===== src/verilog/tag_pkg.sv =====
/*
  shared definitions for the tag readout path
  - word geometry of the sample stream and the FIFO
  - APB bus widths and register offsets
  - tag_word_u, one FIFO word seen as samples or as a tag mask
*/

`default_nettype none

package tag_pkg;

  ////////////////////////////////////////////////////////////
  // stream and FIFO geometry
  ////////////////////////////////////////////////////////////

  // samples per beat, bits per sample
  localparam int NUM_CHANNELS  = 4;
  localparam int CHANNEL_WIDTH = 16;
  // FIFO write width
  localparam int DATA_WIDTH    = NUM_CHANNELS * CHANNEL_WIDTH;
  // tag bitmask on tuser
  localparam int NUM_TAGS      = 20;
  // FIFO read width, one APB data read
  localparam int READ_WIDTH    = 16;
  // narrow reads per wide word
  localparam int SLICES        = DATA_WIDTH / READ_WIDTH;
  // width of the count field in STATUS
  localparam int COUNT_WIDTH   = 8;

  ////////////////////////////////////////////////////////////
  // APB register map
  ////////////////////////////////////////////////////////////

  localparam int APB_ADDR_WIDTH = 8;
  localparam int APB_DATA_WIDTH = 32;

  localparam logic [APB_ADDR_WIDTH-1:0] REG_STATUS = 8'h00;
  localparam logic [APB_ADDR_WIDTH-1:0] REG_DATA   = 8'h04;
  localparam logic [APB_ADDR_WIDTH-1:0] REG_CTRL   = 8'h08;

  ////////////////////////////////////////////////////////////
  // FIFO word views
  ////////////////////////////////////////////////////////////

  // same 64 bits, decoded as channel samples or as the tag word
  // channel 0 sits in the low bits
  typedef union packed {
    logic [NUM_CHANNELS-1:0][CHANNEL_WIDTH-1:0] chan;
    struct packed {
      // zero fill above the mask
      logic [DATA_WIDTH-NUM_TAGS-1:0] pad;
      logic [NUM_TAGS-1:0]            mask;
    } tag;
  } tag_word_u;

endpackage

`default_nettype wire


===== src/verilog/tag_width_fifo.sv =====
/*
  tag_width_fifo
  synchronous FIFO, wide write port and narrow read port
  first word fall through, rd_data always shows the head slice
  lowest slice of a word is read first
  count reports narrow words still stored
*/

`timescale 1ns/1ns
`default_nettype none

module tag_width_fifo #(
  parameter int FIFO_DEPTH = 16
) (
  input  wire                               clk,
  input  wire                               rst,
  input  wire                               flush,
  // write side, one wide word per write
  input  wire                               wr_en,
  input  wire  [tag_pkg::DATA_WIDTH-1:0]    wr_data,
  output logic                              full,
  // read side, one narrow slice per read
  input  wire                               rd_en,
  output logic [tag_pkg::READ_WIDTH-1:0]    rd_data,
  output logic                              empty,
  output logic [tag_pkg::COUNT_WIDTH-1:0]   count
);

  // pointer and slice index widths
  localparam int AW = $clog2(FIFO_DEPTH);
  localparam int SW = $clog2(tag_pkg::SLICES);
  // enough bits for a completely full FIFO in slices
  localparam int CW = $clog2(FIFO_DEPTH * tag_pkg::SLICES + 1);
  localparam int COUNT_MAX = 2 ** tag_pkg::COUNT_WIDTH - 1;

  // word storage
  logic [tag_pkg::DATA_WIDTH-1:0] mem [FIFO_DEPTH];

  // pointers carry one extra wrap bit
  logic [AW:0]   wr_ptr;
  logic [AW:0]   rd_ptr;
  logic [SW-1:0] slice;

  logic [AW:0]                    words;
  logic [CW-1:0]                  fill;
  logic [tag_pkg::DATA_WIDTH-1:0] head_word;
  logic                           do_wr;
  logic                           do_rd;

  ////////////////////////////////////////////////////////////
  // flags
  ////////////////////////////////////////////////////////////

  assign empty = (wr_ptr == rd_ptr);
  // same slot, different lap
  assign full  = (wr_ptr[AW] != rd_ptr[AW]) && (wr_ptr[AW-1:0] == rd_ptr[AW-1:0]);

  // protect against misuse from either side
  assign do_wr = wr_en & ~full;
  assign do_rd = rd_en & ~empty;

  ////////////////////////////////////////////////////////////
  // write side
  ////////////////////////////////////////////////////////////

  always_ff @(posedge clk) begin
    if (do_wr) begin
      mem[wr_ptr[AW-1:0]] <= wr_data;
    end
  end

  // flush drops everything, including a write in the same cycle
  always_ff @(posedge clk) begin
    if (rst || flush) begin
      wr_ptr <= '0;
    end else if (do_wr) begin
      wr_ptr <= wr_ptr + 1'b1;
    end
  end

  ////////////////////////////////////////////////////////////
  // read side
  ////////////////////////////////////////////////////////////

  // word pointer moves only after its last slice
  always_ff @(posedge clk) begin
    if (rst || flush) begin
      rd_ptr <= '0;
      slice  <= '0;
    end else if (do_rd) begin
      if (slice == SW'(tag_pkg::SLICES - 1)) begin
        slice  <= '0;
        rd_ptr <= rd_ptr + 1'b1;
      end else begin
        slice <= slice + 1'b1;
      end
    end
  end

  // async read of the head word
  assign head_word = mem[rd_ptr[AW-1:0]];
  assign rd_data   = head_word[slice * tag_pkg::READ_WIDTH +: tag_pkg::READ_WIDTH];

  ////////////////////////////////////////////////////////////
  // narrow word count
  ////////////////////////////////////////////////////////////

  assign words = wr_ptr - rd_ptr;
  // stored words in slices, minus the part of the head already read
  assign fill  = CW'(words) * CW'(tag_pkg::SLICES) - CW'(slice);
  // saturate for deep FIFOs, status field is fixed
  assign count = (fill > COUNT_MAX) ? '1 : tag_pkg::COUNT_WIDTH'(fill);

endmodule

`default_nettype wire


===== src/verilog/tag_data_buff.sv =====
/*
  tag_data_buff
  stream slave in front of the width FIFO
  writes every accepted sample beat as one wide word
  after each frame, writes one tag word with the zero padded mask
  flags beats offered while the FIFO is full
*/

`timescale 1ns/1ns
`default_nettype none

module tag_data_buff (
  input  wire                             clk,
  input  wire                             rst,
  // stream slave
  input  wire                             s_tvalid,
  output logic                            s_tready,
  input  wire  [tag_pkg::DATA_WIDTH-1:0]  s_tdata,
  input  wire  [tag_pkg::NUM_TAGS-1:0]    s_tuser,
  input  wire                             s_tlast,
  // FIFO write side
  output logic                            wr_en,
  output logic [tag_pkg::DATA_WIDTH-1:0]  wr_data,
  input  wire                             full,
  // beat offered while full
  output logic                            overflow
);

  // tag word still owed for the frame just closed
  logic                         tag_pend;
  // mask captured from the last beat
  logic [tag_pkg::NUM_TAGS-1:0] tag_mask;
  logic                         beat_ok;
  tag_pkg::tag_word_u           word;

  ////////////////////////////////////////////////////////////
  // handshake
  ////////////////////////////////////////////////////////////

  // blocked for the tag slot and whenever the FIFO is full
  assign s_tready = ~tag_pend & ~full;
  assign beat_ok  = s_tvalid & s_tready;

  // pulse only, sticky flag lives in the APB block
  assign overflow = s_tvalid & full;

  // normally set for exactly one cycle
  // held longer if the FIFO fills on the last beat
  always_ff @(posedge clk) begin
    if (rst) begin
      tag_pend <= 1'b0;
    end else if (beat_ok && s_tlast) begin
      tag_pend <= 1'b1;
    end else if (!full) begin
      tag_pend <= 1'b0;
    end
  end

  // tuser matters on the last beat only
  always_ff @(posedge clk) begin
    if (beat_ok && s_tlast) begin
      tag_mask <= s_tuser;
    end
  end

  ////////////////////////////////////////////////////////////
  // FIFO word
  ////////////////////////////////////////////////////////////

  always_comb begin
    if (tag_pend) begin
      // tag view, mask in low bits
      word.tag.pad  = '0;
      word.tag.mask = tag_mask;
    end else begin
      // sample view, channel 0 lowest
      for (int i = 0; i < tag_pkg::NUM_CHANNELS; i++) begin
        word.chan[i] = s_tdata[i * tag_pkg::CHANNEL_WIDTH +: tag_pkg::CHANNEL_WIDTH];
      end
    end
  end

  // tag write and beat write never coincide, s_tready is low for the tag
  assign wr_en   = (tag_pend & ~full) | beat_ok;
  assign wr_data = word;

endmodule

`default_nettype wire


===== src/verilog/tag_apb_reader.sv =====
/*
  tag_apb_reader
  APB slave over the FIFO read side, zero wait states
  STATUS: not-empty, narrow word count, sticky overflow
  DATA: read returns the head slice and pops it
  CTRL: bit 0 flushes the FIFO and clears overflow
*/

`timescale 1ns/1ns
`default_nettype none

module tag_apb_reader (
  input  wire                                 clk,
  input  wire                                 rst,
  // APB slave
  input  wire                                 psel,
  input  wire                                 penable,
  input  wire                                 pwrite,
  input  wire  [tag_pkg::APB_ADDR_WIDTH-1:0]  paddr,
  input  wire  [tag_pkg::APB_DATA_WIDTH-1:0]  pwdata,
  output logic [tag_pkg::APB_DATA_WIDTH-1:0]  prdata,
  output logic                                pready,
  output logic                                pslverr,
  // FIFO read side
  input  wire  [tag_pkg::READ_WIDTH-1:0]      rd_data,
  input  wire                                 empty,
  input  wire  [tag_pkg::COUNT_WIDTH-1:0]     count,
  output logic                                rd_en,
  output logic                                flush,
  // pulse from the stream buffer
  input  wire                                 overflow
);

  logic access;
  logic sel_status;
  logic sel_data;
  logic sel_ctrl;
  logic data_rd;
  logic ovf_flag;

  ////////////////////////////////////////////////////////////
  // decode
  ////////////////////////////////////////////////////////////

  // access phase, always one cycle
  assign access     = psel & penable;
  assign sel_status = (paddr == tag_pkg::REG_STATUS);
  assign sel_data   = (paddr == tag_pkg::REG_DATA);
  assign sel_ctrl   = (paddr == tag_pkg::REG_CTRL);

  assign pready = 1'b1;

  assign data_rd = access & ~pwrite & sel_data;

  // pop at the end of the access phase, nothing if empty
  assign rd_en = data_rd & ~empty;
  // flush strobe from CTRL bit 0
  assign flush = access & pwrite & sel_ctrl & pwdata[0];

  // unknown address, or DATA read with nothing stored
  assign pslverr = access & ((~sel_status & ~sel_data & ~sel_ctrl) | (data_rd & empty));

  ////////////////////////////////////////////////////////////
  // sticky overflow
  ////////////////////////////////////////////////////////////

  // flush wins over a new overflow in the same cycle
  always_ff @(posedge clk) begin
    if (rst || flush) begin
      ovf_flag <= 1'b0;
    end else if (overflow) begin
      ovf_flag <= 1'b1;
    end
  end

  ////////////////////////////////////////////////////////////
  // read mux
  ////////////////////////////////////////////////////////////

  always_comb begin
    prdata = '0;
    if (sel_status) begin
      // bit 0 not-empty
      prdata[0]    = ~empty;
      // bits 15:8 narrow words stored
      prdata[15:8] = count;
      // bit 16 overflow since last flush
      prdata[16]   = ovf_flag;
    end else if (sel_data) begin
      // zero when empty
      if (!empty) begin
        prdata[tag_pkg::READ_WIDTH-1:0] = rd_data;
      end
    end
    // CTRL is write only, reads zero
  end

endmodule

`default_nettype wire


===== src/verilog/tag_readout_top.sv =====
/*
  tag_readout_top
  stream input -> tag_data_buff -> tag_width_fifo -> tag_apb_reader
  wires only
*/

`timescale 1ns/1ns
`default_nettype none

module tag_readout_top #(
  // wide words, power of two
  parameter int FIFO_DEPTH = 16
) (
  input  wire                                 clk,
  input  wire                                 rst,
  // sample stream
  input  wire                                 s_tvalid,
  output logic                                s_tready,
  input  wire  [tag_pkg::DATA_WIDTH-1:0]      s_tdata,
  input  wire  [tag_pkg::NUM_TAGS-1:0]        s_tuser,
  input  wire                                 s_tlast,
  // APB
  input  wire                                 psel,
  input  wire                                 penable,
  input  wire                                 pwrite,
  input  wire  [tag_pkg::APB_ADDR_WIDTH-1:0]  paddr,
  input  wire  [tag_pkg::APB_DATA_WIDTH-1:0]  pwdata,
  output logic [tag_pkg::APB_DATA_WIDTH-1:0]  prdata,
  output logic                                pready,
  output logic                                pslverr
);

  // FIFO write side
  logic                            wr_en;
  logic [tag_pkg::DATA_WIDTH-1:0]  wr_data;
  logic                            full;
  // FIFO read side
  logic                            rd_en;
  logic [tag_pkg::READ_WIDTH-1:0]  rd_data;
  logic                            empty;
  logic [tag_pkg::COUNT_WIDTH-1:0] count;
  logic                            flush;
  logic                            overflow;

  tag_data_buff i_tag_data_buff (
    .clk      (clk),
    .rst      (rst),
    .s_tvalid (s_tvalid),
    .s_tready (s_tready),
    .s_tdata  (s_tdata),
    .s_tuser  (s_tuser),
    .s_tlast  (s_tlast),
    .wr_en    (wr_en),
    .wr_data  (wr_data),
    .full     (full),
    .overflow (overflow)
  );

  tag_width_fifo #(
    .FIFO_DEPTH (FIFO_DEPTH)
  ) i_tag_width_fifo (
    .clk     (clk),
    .rst     (rst),
    .flush   (flush),
    .wr_en   (wr_en),
    .wr_data (wr_data),
    .full    (full),
    .rd_en   (rd_en),
    .rd_data (rd_data),
    .empty   (empty),
    .count   (count)
  );

  tag_apb_reader i_tag_apb_reader (
    .clk      (clk),
    .rst      (rst),
    .psel     (psel),
    .penable  (penable),
    .pwrite   (pwrite),
    .paddr    (paddr),
    .pwdata   (pwdata),
    .prdata   (prdata),
    .pready   (pready),
    .pslverr  (pslverr),
    .rd_data  (rd_data),
    .empty    (empty),
    .count    (count),
    .rd_en    (rd_en),
    .flush    (flush),
    .overflow (overflow)
  );

endmodule

`default_nettype wire


===== config.mk =====
export PLATFORM = sky130hd
export DESIGN_NAME = tag_readout_top
export DESIGN_NICKNAME = d
export VERILOG_FILES = /design/src/verilog/tag_pkg.sv /design/src/verilog/tag_width_fifo.sv /design/src/verilog/tag_data_buff.sv /design/src/verilog/tag_apb_reader.sv /design/src/verilog/tag_readout_top.sv
export SDC_FILE = /design/constraint.sdc
export NUM_CORES = 1
export LEC_CHECK = 0
export ABC_AREA = 1
export BUFFER_PORTS_ARGS = -buffer_cell sky130_fd_sc_hd__buf_2
export CAP_MARGIN = 25
export CORE_ASPECT_RATIO = 2
export CORE_MARGIN = 5
export CORE_UTILIZATION = 40
export DETAILED_ROUTE_END_ITERATION = 10
export PLACE_DENSITY_LB_ADDON = 0.1
export SLEW_MARGIN = 20
export SYNTH_ARGS = -nofsm -noshare
export SYNTH_HDL_FRONTEND = slang
export SYNTH_SLANG_ARGS = --single-unit

===== constraint.sdc =====
create_clock -name clk -period 8.8 [get_ports clk]
set_clock_uncertainty 0.1 [all_clocks]
set_input_delay 0.88 -clock clk [delete_from_list [all_inputs] [get_ports clk]]
set_output_delay 0.88 -clock clk [all_outputs]
set_load 0.01 [all_outputs]

==> results.py <==
metrics = {
    "run_status": {
        "status": "finished, final reports clean",
    },
    "layout": {
        "multi_input_area_mm2": 0.0101,
        "layout.nets": 3785,
        "stdcell_area_mm2": 0.0483,
        "regArea_mm2": 0.0317,
        "syn2layout_area_growth_pct": 11.4,
        "drive_above_1_share_pct": 9.52,
        "final_cells": 5097,
        "mostFrequentLayoutCell": "edfxtp_1",
        "fillers": 9721,
        "layout_common_cells": "edfxtp_1 (1,044), nand2_1 (600), nor2_1 (502), nand3_1 (371), o21ai_0 (363)",
    },
    "die": {
        "io_pins": 166,
        "start_util_pct": 40.3,
        "core_mm2": 0.107,
        "die_h_um": 475,
        "dieArea_mm2": 0.115,
        "rows": 170,
        "fp.dieW_um": 243,
    },
    "timing": {
        "setup_tns_ps": 0,
        "slew_viol_final": 0,
        "worst_slew_pin_slew_ps": 1030,
        "fmax_mhz": 182,
        "slew_headroom_pct": 31.0,
        "rsz0062_at_grt": "no",
        "period_minus_slack_ps": 5490,
        "setup_viol": 0,
        "hold_viol": 0,
        "fin_crit_sh_pct": 62.3,
        "worst_slack_ps": 3310,
    },
    "logic_synthesis": {
        "ys_seq_area_share_pct": 73.2,
        "synth_fa_ha_area_share_pct": 0.364,
        "synthSimpleGateAreaFrac_pct": 14.2,
        "avgSynthCellArea_um2": 12.1,
        "ys_warn_count": 0,
        "synth_xor_area_share_pct": 0.182,
        "synth.area.top_cells": "edfxtp_1 (72%), nand2_1 (5.2%), nor2_1 (4.5%)",
        "synth_compound_area_share_pct": 8.08,
        "synthMuxAreaShare_pct": 0,
        "synth_area_mm2": 0.0433,
        "synth_top_area_cell": "edfxtp_1",
        "synth_top_family_by_area": "simple AND/OR/NAND/NOR gates",
        "synth-seq-cells": 1062,
        "syn-instance-count": 3588,
        "synth.distinct_cells": 32,
        "synth.top_cell.area_share_pct": 72.3,
    },
    "setup_path": {
        "crit_arrival_ps": 4510,
        "cp.buffers_inverters": 3,
        "cp-end-kind": "output pin",
        "rr_endpoint": "i_tag_width_fifo.mem[10][8]$_DFFE_PP_",
        "crit_required_ps": 7820,
        "critPathLaunchType": "flip-flop",
        "cpMostUsedCell": "nand2_1",
        "cp_cell_sequence": "buf_4, buf_4, o21ai_0, o21ai_0, nand2_1, nand3_1, nand2_1, nand2_1, nand3_1, nor2_1, buf_2",
        "reg2reg_from": "i_tag_width_fifo.wr_ptr[0]$_SDFFE_PP0P_",
        "worst-path-max-fanout": 77,
        "reg2reg_depth": 9,
        "slowest_delay_ps": 790,
        "reg2reg_slack_ps": 4500,
        "cp_slowest_cell": "dfxtp_4",
        "crit_type": "flip-flop to output pin",
        "crit_family": "buffers and inverters",
    },
    "power": {
        "p_int_mw": 8.03,
        "ir_worst_vdd_uv": 153,
        "power_frac_comb_pct": 3.1,
        "switching_share_pct": 20.8,
        "seq_power_share_pct": 56.0,
        "p_clk_share_pct": 40.8,
        "power_per_cell_area_mw_per_mm2": 210,
        "p_leak_nw": 16.7,
        "switchingPower_mw": 2.11,
    },
    "clock_network": {
        "postCtsSetupBuffers": 0,
        "root_buffer": "clkbuf_16",
        "clk_latency_ps": 700,
        "hold_buffers": 0,
        "postCtsResizedCells": 0,
        "cts_buffer_depth": 3,
        "cts_buffers": 93,
        "htree_levels": 3,
        "clkSlewWorstSetupHoldPaths_ps": 60,
        "cts_tree": "yes",
        "cts_sinks": 1062,
    },
    "route": {
        "routedWlPerCell_um": 24.9,
        "wl_mm": 127,
        "vias": 27642,
        "drt_iter0_drc": 1979,
        "post-route-drc-count": 0,
        "drt-pass1-iter-count": 5,
        "ant_nets": 0,
        "vias_per_cell": 5.42,
    },
    "global_routing": {
        "grt_usage_pct": 21.5,
        "grt_pass1_wl_mm": 185,
        "gr-total-overflow": 0,
        "antenna_found_initial": 1,
        "grt_pass1_vias": 27400,
        "grt_max_degree": 193,
    },
    "place": {
        "placed_cell_area_mm2": 0.0452,
        "dp_hpwl_mm": 68.1,
        "numPortBuffers": 118,
        "dpl.cell_count": 4917,
        "gp_congestion": 0.773,
        "dp_slack_ps": 4000,
    },
    "min_path": {
        "hold_depth": 2,
        "hold_path_class": "input pin to flip-flop",
        "hold_start": "rst",
        "worstHoldEndpoint": "i_tag_data_buff.tag_pend$_SDFFE_PP0P_",
    },
    "job": {
        "drv_cap": 0,
    },
}
==> worst reg2reg max path, stage by stage, from the launching register on <==
cell,delay [ps]
dfxtp_1,440
inv_1,160
ha_1,360
nand4_1,170
nor2_1,150
nor2_4,220
nand2_1,280
nor2_4,760
buf_4,680
buf_4,620
==> cell usage after synthesis <==
| master | instances |
|---|---|
| dfxtp_1 | 18 |
| nor2_4 | 1 |
| nor2_2 | 1 |
| nand3_1 | 371 |
| o211ai_2 | 1 |
| buf_2 | 77 |
| nand4_1 | 6 |
| o21a_1 | 1 |
| o211ai_1 | 128 |
| buf_4 | 34 |
| nor3_1 | 1 |
| buf_6 | 13 |
| xnor2_1 | 4 |
| o22ai_1 | 40 |
| or2_1 | 1 |
| o21ai_1 | 30 |
| inv_2 | 1 |
| a211oi_1 | 2 |
| xor2_1 | 5 |
| fa_1 | 1 |
| nand2_1 | 600 |
| o21ai_0 | 363 |
| edfxtp_1 | 1044 |
| nor3_2 | 1 |
| nor2_1 | 520 |
| clkinv_1 | 2 |
| ha_1 | 11 |
| buf_1 | 27 |
| conb_1 | 2 |
| inv_1 | 131 |
| clkbuf_1 | 93 |
| a21oi_1 | 58 |
==> power groups by stage <==
| stage | logic (mW) | registers (mW) | clock network, mW |
|---|---|---|---|
| after CTS | 0.324 | 5.69 | 4.22 |
| after detailed placement | 0.323 | 5.80 | 0 |
| after global placement | 0.318 | 5.79 | 0 |
| after floorplan | 0.170 | 5.79 | 0 |
| after global routing | 0.350 | 5.69 | 4.43 |
| final | 0.317 | 5.68 | 4.14 |
==> worst max path at each step <==
stage                                                        from                                 endpoint  slack, ps  depth (start not counted)
after floorplan           i_tag_width_fifo.wr_ptr[0]$_SDFFE_PP0P_  i_tag_width_fifo.wr_ptr[4]$_SDFFE_PP0P_       4150                          9
after global placement                                  flip-flop                                prdata[5]       3980                         11
after detailed placement                                flip-flop                                prdata[5]       4000                         11
after CTS                                               flip-flop                                prdata[5]       3210                         11
after global routing                                    flip-flop                                prdata[5]       2940                         11
final                                                   flip-flop                                prdata[5]       3310                         11
==> cells by family (layout without fill, tap and decap cells) <==
family                   Yosys count  count (layout)
AO/OA/AOI/OAI                    623             623
XOR/XNOR                           9               9
adder cells (fa/ha/maj)           12              12
buffers and inverters            378             496
flip-flops                      1062            1062
other                              2              17
AND/OR/NAND/NOR                 1502            1502
==> registers in the layout, summed over array words and instances, names as in the netlist, named ones only <==
name	cells
i_tag_width_fifo.wr_ptr	5
i_tag_width_fifo.mem	1024
i_tag_data_buff.tag_pend	1
i_tag_width_fifo.slice	2
i_tag_apb_reader.ovf_flag	1
i_tag_width_fifo.rd_ptr	5
i_tag_data_buff.tag_mask	20
==> metal layers <==
| metal | wire (um) | GRT usage [%] |
|---|---|---|
| met1 | 49500 | 25.7 |
| met2 | 68300 | 40.2 |
| met3 | 5070 | 2.75 |
| met4 | 3820 | 7.16 |
| met5 | 0 | 0 |
==> layout make-up <==
cell class	instances	area share [%]
repair buffers	189	2.49
clock buffers	115	5.06
multi-input cells	2162	20.9
flip-flops and latches	1062	65.8
well taps	1376	3.57
inverters	134	1.08
diodes	1	0.00519
clock inverters	58	1.20
==> metrics by stage <==
stage	util (%)	hold slack [ps]	total power, mW
finish	44.9	254	10.1
global route	44.9	231	10.5
CTS	44.9	198	10.2
detailed placement	42.1	351	6.12
global placement	42.0	345	6.11
floorplan	-	332	5.96
(Power assumes the default switching activity.)
